===== src/logic/pci_bus_pkg.sv =====
// PCI bus protocol constants
package pci_bus_pkg;

  ////////////////////////////////////////////////////////////////////////////
  // field widths
  ////////////////////////////////////////////////////////////////////////////

  localparam int cmd_w   = 4;   // c/be command nibble
  localparam int laddr_w = 2;   // ad[1:0] during address phase

  ////////////////////////////////////////////////////////////////////////////
  // command decode
  ////////////////////////////////////////////////////////////////////////////

  // io read and io write share cmd[3:1]
  localparam logic [cmd_w-2:0] lcmd_io_class = 3'b001;

  localparam int cmd_write_bit = 0;   // cmd[0] set on writes

  ////////////////////////////////////////////////////////////////////////////
  // burst ordering
  ////////////////////////////////////////////////////////////////////////////

  // linear incrementing, all other orders reserved for memory cycles
  localparam logic [laddr_w-1:0] laddr_linear = 2'b00;

endpackage


===== src/logic/hbi_target_pkg.sv =====
// Register target types
package hbi_target_pkg;

  // register block ready machine
  typedef enum logic [2:0] {
    st_idle         = 3'd0,   // waiting for start of burst
    st_wr0          = 3'd1,   // write data phases
    st_rd0          = 3'd2,   // first read, wait for irdy
    st_rd1          = 3'd3,   // read data on bus
    st_rd2          = 3'd4,   // read fetch cycle
    st_wait_frame_h = 3'd5,   // stop held until frame rises
    st_wait_irdy_l  = 3'd6    // disconnect, master not ready yet
  } ready_state_t;

  localparam int addr_w_default = 30;   // word address, ad[31:2]

endpackage


===== src/logic/bus_phase_detect.sv =====
// Bus phase detection
`timescale 1ns/10ps

module bus_phase_detect (
  input  logic hb_clk,            // host bus clock
  input  logic sys_reset_n,
  input  logic frame_n,           // pci frame
  input  logic irdy_n,            // pci initiator ready
  input  logic trdy_n,            // target ready as driven
  input  logic stop_n,            // target stop as driven
  output logic addr_strobe_n,     // address phase, combinational
  output logic sobn_n,            // start of burst, cycle after address
  output logic last_phase,        // final data phase on the bus
  output logic hb_cycle_done_n    // one cycle pulse after last phase
);

  logic frame_d_n;   // frame from previous edge

  ////////////////////////////////////////////////////////////////////////////
  // address phase
  ////////////////////////////////////////////////////////////////////////////

  assign addr_strobe_n = !(!frame_n && frame_d_n);   // frame falling edge

  always_ff @(posedge hb_clk or negedge sys_reset_n) begin
    if (!sys_reset_n) begin
      frame_d_n <= 1'b1;             // bus idle
      sobn_n    <= 1'b1;
    end else begin
      frame_d_n <= frame_n;
      sobn_n    <= addr_strobe_n;    // start of burst follows strobe
    end
  end

  ////////////////////////////////////////////////////////////////////////////
  // end of transaction
  ////////////////////////////////////////////////////////////////////////////

  // master has dropped frame and the phase completes or is stopped
  assign last_phase = frame_n && !irdy_n && (!trdy_n || !stop_n);

  always_ff @(posedge hb_clk or negedge sys_reset_n) begin
    if (!sys_reset_n) begin
      hb_cycle_done_n <= 1'b1;
    end else begin
      hb_cycle_done_n <= !last_phase;   // done pulse
    end
  end

endmodule


===== src/logic/target_ready_fsm.sv =====
// Register block ready machine
`timescale 1ns/10ps

module target_ready_fsm (
  input  logic                            hb_clk,
  input  logic                            sys_reset_n,
  input  logic                            frame_n,
  input  logic                            irdy_n,
  input  logic                            trdy_n,        // registered ready on bus
  input  logic                            sobn_n,        // start of burst
  input  logic                            cs_regs_n,     // register space
  input  logic                            cs_engine_n,   // engine regs
  input  logic                            cs_kick_n,     // kick reg
  input  logic                            engine_busy,
  input  logic [pci_bus_pkg::laddr_w-1:0] hb_laddr,      // burst order
  input  logic [pci_bus_pkg::cmd_w-1:0]   hb_lcmd,       // latched command
  output logic                            ready_async,   // trdy next cycle
  output logic                            stop_async     // stop next cycle
);

  import pci_bus_pkg::*;
  import hbi_target_pkg::*;

  ready_state_t state;
  ready_state_t next_state;
  logic         hb_write;    // 1 write, 0 read
  logic         burst_cut;   // burst that may not continue
  logic         phase_end;   // last phase taken with data

  assign hb_write  = hb_lcmd[cmd_write_bit];
  assign burst_cut = !frame_n &&
                     ((hb_laddr != laddr_linear) ||             // reserved order
                      (hb_lcmd[cmd_w-1:1] == lcmd_io_class));   // io space
  assign phase_end = frame_n && !irdy_n && !trdy_n;

  ////////////////////////////////////////////////////////////////////////////
  // next state and strobes
  ////////////////////////////////////////////////////////////////////////////

  always_comb begin
    ready_async = 1'b0;
    stop_async  = 1'b0;
    next_state  = state;
    if (phase_end) begin
      next_state = st_idle;                   // transaction done
    end else begin
      case (state)
        st_idle: begin
          if (!sobn_n && !cs_regs_n) begin
            if (!hb_write) begin
              next_state = st_rd0;
            end else if (!cs_engine_n && engine_busy) begin
              stop_async = 1'b1;              // retry, no data
              next_state = st_wait_frame_h;
            end else if (!cs_kick_n) begin
              stop_async  = 1'b1;             // disconnect with data
              ready_async = 1'b1;
              next_state  = irdy_n ? st_wait_irdy_l : st_wait_frame_h;
            end else begin
              ready_async = 1'b1;             // normal write
              next_state  = st_wr0;
            end
          end
        end
        st_wr0: begin
          ready_async = 1'b1;
          if (!irdy_n && !trdy_n && burst_cut) begin
            ready_async = 1'b0;               // first phase taken, cut the rest
            stop_async  = 1'b1;
            next_state  = st_wait_frame_h;
          end
        end
        st_rd0: begin
          if (!irdy_n) begin
            ready_async = 1'b1;
            if (burst_cut) begin
              stop_async = 1'b1;              // one read then disconnect
              next_state = st_wait_frame_h;
            end else begin
              next_state = st_rd1;
            end
          end
        end
        st_rd1: begin
          if (!irdy_n) begin
            next_state = st_rd2;              // data taken, fetch next
          end else begin
            ready_async = 1'b1;               // master holding off
          end
        end
        st_rd2: begin
          ready_async = 1'b1;
          next_state  = st_rd1;
        end
        st_wait_frame_h: begin
          if (frame_n) begin
            next_state = st_idle;
          end else begin
            stop_async = 1'b1;
          end
        end
        st_wait_irdy_l: begin
          stop_async = 1'b1;
          if (!irdy_n) begin
            next_state = st_wait_frame_h;     // kick data taken
          end else begin
            ready_async = 1'b1;
          end
        end
        default: next_state = st_idle;
      endcase
    end
  end

  always_ff @(posedge hb_clk or negedge sys_reset_n) begin
    if (!sys_reset_n) begin
      state <= st_idle;
    end else begin
      state <= next_state;
    end
  end

endmodule


===== src/logic/bus_response.sv =====
// Target bus response
`timescale 1ns/10ps

module bus_response (
  input  logic                          hb_clk,
  input  logic                          sys_reset_n,
  input  logic                          sobn_n,            // start of burst
  input  logic                          last_phase,        // final data phase
  input  logic                          hb_cycle_done_n,   // done pulse
  input  logic                          cs_regs_n,
  input  logic                          ready_async,       // from ready fsm
  input  logic                          stop_async,        // from ready fsm
  input  logic                          irdy_n,
  input  logic [pci_bus_pkg::cmd_w-1:0] hb_lcmd,
  output logic                          trdy_n,
  output logic                          stop_n,
  output logic                          devsel_n,
  output logic                          ctrl_oe_n,         // control drivers
  output logic                          ad_oe_n,           // data drivers
  output logic                          burst_trdy_n,      // registered burst ready
  output logic                          burst_trdy_async   // burst ready, comb
);

  import pci_bus_pkg::*;

  logic hb_write;     // 1 write, 0 read
  logic ad_oe_set;    // read start
  logic ad_oe_hold;   // read in progress

  assign hb_write         = hb_lcmd[cmd_write_bit];
  assign burst_trdy_async = ready_async && !stop_async;   // ready that continues a burst
  assign ad_oe_set        = !sobn_n && !cs_regs_n && !hb_write;

  ////////////////////////////////////////////////////////////////////////////
  // trdy, stop and burst ready
  ////////////////////////////////////////////////////////////////////////////

  always_ff @(posedge hb_clk or negedge sys_reset_n) begin
    if (!sys_reset_n) begin
      trdy_n       <= 1'b1;
      stop_n       <= 1'b1;
      burst_trdy_n <= 1'b1;
    end else begin
      trdy_n       <= !ready_async;
      stop_n       <= !(stop_async || (!stop_n && irdy_n));   // stop stays until irdy
      burst_trdy_n <= !burst_trdy_async;
    end
  end

  ////////////////////////////////////////////////////////////////////////////
  // devsel and driver enables
  ////////////////////////////////////////////////////////////////////////////

  always_ff @(posedge hb_clk or negedge sys_reset_n) begin
    if (!sys_reset_n) begin
      devsel_n  <= 1'b1;
      ctrl_oe_n <= 1'b1;
    end else if (!sobn_n && !cs_regs_n) begin
      devsel_n  <= 1'b0;             // claim the cycle
      ctrl_oe_n <= 1'b0;
    end else if (last_phase) begin
      devsel_n  <= 1'b1;             // keep driving it high one more cycle
    end else if (!hb_cycle_done_n) begin
      ctrl_oe_n <= 1'b1;             // release after done
    end
  end

  always_ff @(posedge hb_clk or negedge sys_reset_n) begin
    if (!sys_reset_n) begin
      ad_oe_hold <= 1'b0;
      ad_oe_n    <= 1'b1;
    end else begin
      if (ad_oe_set) begin
        ad_oe_hold <= 1'b1;
      end else if (!hb_cycle_done_n) begin
        ad_oe_hold <= 1'b0;
      end
      ad_oe_n <= !(ad_oe_set || (ad_oe_hold && hb_cycle_done_n));   // off with ctrl_oe_n
    end
  end

endmodule


===== src/logic/addr_counter.sv =====
// Internal address counter
`timescale 1ns/10ps

module addr_counter #(
  parameter int addr_w = hbi_target_pkg::addr_w_default
) (
  input  logic                          hb_clk,
  input  logic                          sys_reset_n,
  input  logic                          addr_strobe_n,      // address phase
  input  logic [addr_w-1:0]             hb_ad_bus,          // word address
  input  logic                          irdy_n,
  input  logic                          trdy_n,
  input  logic                          cs_regs_n,
  input  logic [pci_bus_pkg::cmd_w-1:0] hb_lcmd,
  input  logic                          burst_trdy_n,       // registered burst ready
  input  logic                          burst_trdy_async,   // burst ready, comb
  output logic [addr_w-1:0]             hbi_addr,           // current word address
  output logic                          wr_en               // register write strobe
);

  import pci_bus_pkg::*;

  logic hb_write;      // 1 write, 0 read
  logic data_strobe;   // write data phase on the bus
  logic write_incr;    // delayed write increment
  logic read_incr;     // advance ahead of read data

  assign hb_write    = hb_lcmd[cmd_write_bit];
  assign data_strobe = !irdy_n && !trdy_n && hb_write && !cs_regs_n;
  // first read ready, or next ready once the master took the data
  assign read_incr   = !hb_write && burst_trdy_async && (burst_trdy_n || !irdy_n);

  always_ff @(posedge hb_clk or negedge sys_reset_n) begin
    if (!sys_reset_n) begin
      write_incr <= 1'b0;
      wr_en      <= 1'b0;
    end else begin
      write_incr <= !irdy_n && !burst_trdy_n && hb_write;   // counts after wr_en
      wr_en      <= data_strobe;
    end
  end

  ////////////////////////////////////////////////////////////////////////////
  // word address
  ////////////////////////////////////////////////////////////////////////////

  always_ff @(posedge hb_clk or negedge sys_reset_n) begin
    if (!sys_reset_n) begin
      hbi_addr <= '0;
    end else if (!addr_strobe_n) begin
      hbi_addr <= hb_ad_bus;                       // load on address phase
    end else if (read_incr || write_incr) begin
      hbi_addr <= hbi_addr + addr_w'(1);           // next dword
    end
  end

endmodule


===== src/logic/hbi_target.sv =====
// Host bus register target
`timescale 1ns/10ps

module hbi_target #(
  parameter int addr_w = hbi_target_pkg::addr_w_default
) (
  input  logic                              hb_clk,           // host bus clock
  input  logic                              sys_reset_n,      // pci reset pin
  input  logic                              frame_n,
  input  logic                              irdy_n,
  input  logic                              cs_regs_n,        // register space
  input  logic                              cs_engine_n,      // engine regs, retry on busy
  input  logic                              cs_kick_n,        // kick reg, disconnect
  input  logic                              engine_busy,
  input  logic [pci_bus_pkg::laddr_w-1:0]   hb_laddr,         // burst order
  input  logic [pci_bus_pkg::cmd_w-1:0]     hb_lcmd,          // latched command
  input  logic [addr_w-1:0]                 hb_ad_bus,        // word address bits
  output logic                              trdy_n,
  output logic                              stop_n,
  output logic                              devsel_n,
  output logic                              ctrl_oe_n,        // trdy/stop/devsel drivers
  output logic                              ad_oe_n,          // ad drivers
  output logic                              hb_cycle_done_n,
  output logic                              addr_strobe_n,
  output logic                              wr_en,
  output logic [addr_w-1:0]                 hbi_addr
);

  logic sobn_n;             // start of burst
  logic last_phase;         // final data phase
  logic ready_async;        // ready from fsm, unregistered
  logic stop_async;         // stop from fsm, unregistered
  logic burst_trdy_n;       // registered burst ready
  logic burst_trdy_async;   // unregistered burst ready

  bus_phase_detect phase_detect_inst (
    .hb_clk          (hb_clk),
    .sys_reset_n     (sys_reset_n),
    .frame_n         (frame_n),
    .irdy_n          (irdy_n),
    .trdy_n          (trdy_n),
    .stop_n          (stop_n),
    .addr_strobe_n   (addr_strobe_n),
    .sobn_n          (sobn_n),
    .last_phase      (last_phase),
    .hb_cycle_done_n (hb_cycle_done_n)
  );

  target_ready_fsm ready_fsm_inst (
    .hb_clk      (hb_clk),
    .sys_reset_n (sys_reset_n),
    .frame_n     (frame_n),
    .irdy_n      (irdy_n),
    .trdy_n      (trdy_n),
    .sobn_n      (sobn_n),
    .cs_regs_n   (cs_regs_n),
    .cs_engine_n (cs_engine_n),
    .cs_kick_n   (cs_kick_n),
    .engine_busy (engine_busy),
    .hb_laddr    (hb_laddr),
    .hb_lcmd     (hb_lcmd),
    .ready_async (ready_async),
    .stop_async  (stop_async)
  );

  bus_response response_inst (
    .hb_clk           (hb_clk),
    .sys_reset_n      (sys_reset_n),
    .sobn_n           (sobn_n),
    .last_phase       (last_phase),
    .hb_cycle_done_n  (hb_cycle_done_n),
    .cs_regs_n        (cs_regs_n),
    .ready_async      (ready_async),
    .stop_async       (stop_async),
    .irdy_n           (irdy_n),
    .hb_lcmd          (hb_lcmd),
    .trdy_n           (trdy_n),
    .stop_n           (stop_n),
    .devsel_n         (devsel_n),
    .ctrl_oe_n        (ctrl_oe_n),
    .ad_oe_n          (ad_oe_n),
    .burst_trdy_n     (burst_trdy_n),
    .burst_trdy_async (burst_trdy_async)
  );

  addr_counter #(
    .addr_w (addr_w)
  ) addr_counter_inst (
    .hb_clk           (hb_clk),
    .sys_reset_n      (sys_reset_n),
    .addr_strobe_n    (addr_strobe_n),
    .hb_ad_bus        (hb_ad_bus),
    .irdy_n           (irdy_n),
    .trdy_n           (trdy_n),
    .cs_regs_n        (cs_regs_n),
    .hb_lcmd          (hb_lcmd),
    .burst_trdy_n     (burst_trdy_n),
    .burst_trdy_async (burst_trdy_async),
    .hbi_addr         (hbi_addr),
    .wr_en            (wr_en)
  );

endmodule


===== config.mk =====
export PLATFORM = sky130hd
export DESIGN_NAME = hbi_target
export DESIGN_NICKNAME = d
export VERILOG_FILES = /design/src/logic/pci_bus_pkg.sv /design/src/logic/hbi_target_pkg.sv /design/src/logic/bus_phase_detect.sv /design/src/logic/target_ready_fsm.sv /design/src/logic/bus_response.sv /design/src/logic/addr_counter.sv /design/src/logic/hbi_target.sv
export SDC_FILE = /design/constraint.sdc
export NUM_CORES = 1
export LEC_CHECK = 0
export BUFFER_PORTS_ARGS = -buffer_cell sky130_fd_sc_hd__buf_2
export CAP_MARGIN = 10
export CORE_MARGIN = 3
export CORE_UTILIZATION = 53
export DETAILED_ROUTE_END_ITERATION = 8
export GPL_ROUTABILITY_DRIVEN = 0
export PLACE_DENSITY = 0.8
export SLEW_MARGIN = 10
export SYNTH_ARGS = -nofsm -noshare
export SYNTH_HDL_FRONTEND = slang
export SYNTH_HIERARCHICAL = 1
export SYNTH_SLANG_ARGS = --single-unit

===== constraint.sdc =====
create_clock -name hb_clk -period 3.9 [get_ports hb_clk]
set_clock_uncertainty 0.15 [all_clocks]
set_input_delay 0.39 -clock hb_clk [delete_from_list [all_inputs] [get_ports hb_clk]]
set_output_delay 0.39 -clock hb_clk [all_outputs]
set_load 0.01 [all_outputs]

==> flow_summary.yaml <==
power:
  power.leakage_nw: 1.439
  power_density_nw_per_um2: 553.1
  total_power_mw: 1.936
  peakVddDrop_mv: 0.2702
grt:
  met2_usage: 0.4111
  grt_overflow: 0
  met3_usage: 0.04825
  grt_pass1_wl_mm: 13.99
  gr-max-usage-layer: "met2"
  grt_pass1_vias: 2965
  globalRouteMet1Util: 0.3664
  grtUsageTotal: 0.2655
  grt_max_degree: 48
  antenna_found_initial: 0
place:
  dp_hpwl_mm: 5.636
  numPortBuffers: 81
worst_setup_path:
  startpoint_type: "flip-flop"
  rrSetupSlack_ns: 0.80
  timing.rr.end: "addr_counter_inst/hbi_addr[16]"
  worstRegToRegCells: 10
  critical_path.max_fanout: 35
  timing.rr.start: "ready_fsm_inst/state[2]"
  endpoint_kind: "flip-flop"
  critPathRequiredTime_ns: 3.94
  critPathArrivalTime_ns: 3.15
  critPathKind: "flip-flop to flip-flop"
floorplanning:
  die_height_um: 81.88
  rows: 27
  die_w_um: 81.88
  pin_count: 82
  core_area_sq_um: 5540
  die-area_sq_um: 6704
  start_util: 0.5508
clock_tree:
  clkSinkCount: 45
  htreeDepth: 2
  clock_path_buffers: 2
  ctsResizeCount: 0
  clk_pin_slew_ns: 0.09
  clk_latency_ns: 0.30
  cts-buffers-inserted: 5
  post_cts_buffers: 0
  holdBufCountCts: 0
  cts_root_buf: "clkbuf_8"
  cts_tree: "done"
hold_path:
  min_path_type: "input port to async pin"
routing:
  routedWlPerCell_um: 17.31
  drc_errors: 0
  num_vias: 3198
  drt_iter0_drc: 412
  first_pass_iters: 5
  ant_nets: 0
  totalWireLength_mm: 8.467
  vias_per_cell: 6.540
sta:
  timing.setup.tns_ns: 0
  tightest_slew_ns: 1.044
  period_share: 0.7958
  max_freq_mhz: 322.2
  rsz0062_at_grt: "no"
  setup_viol: 0
  relSlewSlack: 0.3041
  period_needed_ns: 3.104
  maxSlewViolCount: 0
  hold_viol: 0
logic_synthesis:
  synth.ff_latch_count: 45
  synth_common_cells: "36 x dfrtp_1, 26 x nand2_1, 26 x nor2_1"
  synthMuxAreaShare: 0.003690
  async_flop_share: 1.000
  synth_area_leader_cell: "dfrtp_1"
  seq_area_frac_synth: 0.3727
  synth_fa_ha_area_frac: 0.004100
  synth_ff_type: "dfrtp_1"
  ys_warn_count: 6
  synth_top_family_by_area: "simple AND/OR/NAND/NOR gates"
  synth.top_cell.area_share: 0.2952
  syn_area_sq_um: 3052
  synthDistinctLibCells: 69
  synth_edf_count: 0
  synth_xor_area_frac: 0.002870
  synthSimpleGateAreaFrac: 0.2960
  yosysMostFrequentCell: "dfrtp_1"
  avgSynthCellArea_sq_um: 8.719
  synth.top_cells.by_area: "dfrtp_1 30%, dfstp_2 7.7%, a31oi_1 3.9%"
  netlist_instances: 350
  synth-compound-area-share: 0.2353
  synth_fp_nets: 395
status:
  status: "completed"
layout:
  fill_cells: 514
  drive_above_1_share: 0.2998
  num_antenna_cells: 0
  utilization: 0.6319
  area_growth_pct: 14.72
  fin_nets: 461
run:
  max-cap-violations: 0
final cells by class:
cell class | instances | area (sq um) | share of cell area
Multi-Input combinational cell | 264 | 1669 | 0.4768
Timing Repair Buffer | 84 | 427.9 | 0.1222
Tap cell | 72 | 90.09 | 0.02573
Inverter | 16 | 60.06 | 0.01716
Sequential cell | 45 | 1137 | 0.3249
Clock buffer | 7 | 86.33 | 0.02466
Clock inverter | 1 | 30.03 | 0.008578
kinds of logic (layout without fill, tap and decap cells):
logic type / count (synthesis) / in the layout
adder cells (fa/ha/maj): 1 / 1
AO/OA/AOI/OAI: 100 / 100
AND/OR/NAND/NOR: 161 / 161
buffers and inverters: 41 / 108
multiplexers: 1 / 1
XOR/XNOR: 1 / 1
flip-flops: 45 / 45
worst max-delay path by stage:
stage | start | endpoint | slack (ns) | cells after the start
after CTS | ready_fsm_inst/state[2] | addr_counter_inst/hbi_addr[16] | 0.84 | 10
final | ready_fsm_inst/state[2] | addr_counter_inst/hbi_addr[16] | 0.80 | 10
after global routing | ready_fsm_inst/state[2] | addr_counter_inst/hbi_addr[16] | 0.62 | 10
after global placement | ready_fsm_inst/state[2] | addr_counter_inst/hbi_addr[16] | 1.00 | 10
after floorplan | hb_lcmd[2] | addr_counter_inst/hbi_addr[6] | 1.03 | 11
after detailed placement | ready_fsm_inst/state[2] | addr_counter_inst/hbi_addr[16] | 0.94 | 10
per-stage QoR:
| stage | instances | setup WS, ns | instance area (sq um) | hold WS [ns] |
|---|---|---|---|---|
| 6_report | 489 | 0.7963 | 3501 | 0.1174 |
| 5_1_grt | 489 | 0.6245 | 3501 | 0.1125 |
| 4_1_cts | 489 | 0.8429 | 3501 | 0.1161 |
| 3_5_place_dp | 481 | 0.9381 | 3385 | 0.3298 |
| 3_3_place_gp | 481 | 1.001 | 3385 | 0.3090 |
| 2_1_floorplan | 350 | 1.032 | 3052 | -0.05559 |
power by group:
part / internal [mW] / switching, mW
logic: 0.322 / 0.471
registers: 0.602 / 0.167
clock network: 0.209 / 0.164
total: 1.13 / 0.802
critical path: stages, from the launching register on:
cell and delay (ns):
dfrtp_1 0.53, or4b_1 0.57, a21oi_1 0.17, a221oi_1 0.11, nor3_1 0.28, nand2b_1 0.16, inv_1 0.07, a31oi_2 0.15
buf_4 0.33, nor3_1 0.14, a221o_1 0.31
cells in the final DEF (no fill, tap or decap), types with 5 or more instances in the layout:
cell type and n:
o31ai_1 10, inv_1 15, clkbuf_8 6, or4_1 9
a21oi_1 20, a31oi_1 18, o21ai_0 8, nand2b_1 8
dfstp_2 9, buf_2 81, nand3_1 18, nor2b_1 6
nor4_1 5, nand4_1 15, nor3_1 16, dfrtp_1 36
a31o_2 5, o311ai_0 5, nor2_1 26, nand2_1 25
state kept, by name, indices dropped and copies added, names as in the netlist:
signal,count
addr_counter_inst/hbi_addr,30
ready_fsm_inst/state,3
addr_counter_inst/wr_en,1
addr_counter_inst/write_incr,1
phase_detect_inst/frame_d_n,1
phase_detect_inst/hb_cycle_done_n,1
phase_detect_inst/sobn_n,1
response_inst/ad_oe_hold,1
response_inst/ad_oe_n,1
response_inst/burst_trdy_n,1
response_inst/ctrl_oe_n,1
response_inst/devsel_n,1
response_inst/stop_n,1
response_inst/trdy_n,1
routing by layer:
metal | vias to the layer above | share of wire
met5 | - | 0
met4 | 0 | 0.021
met3 | 18 | 0.086
met2 | 181 | 0.48
met1 | 1517 | 0.42
li1 | 1482 | -
No activity file was read; power rests on OpenSTA's default activity.
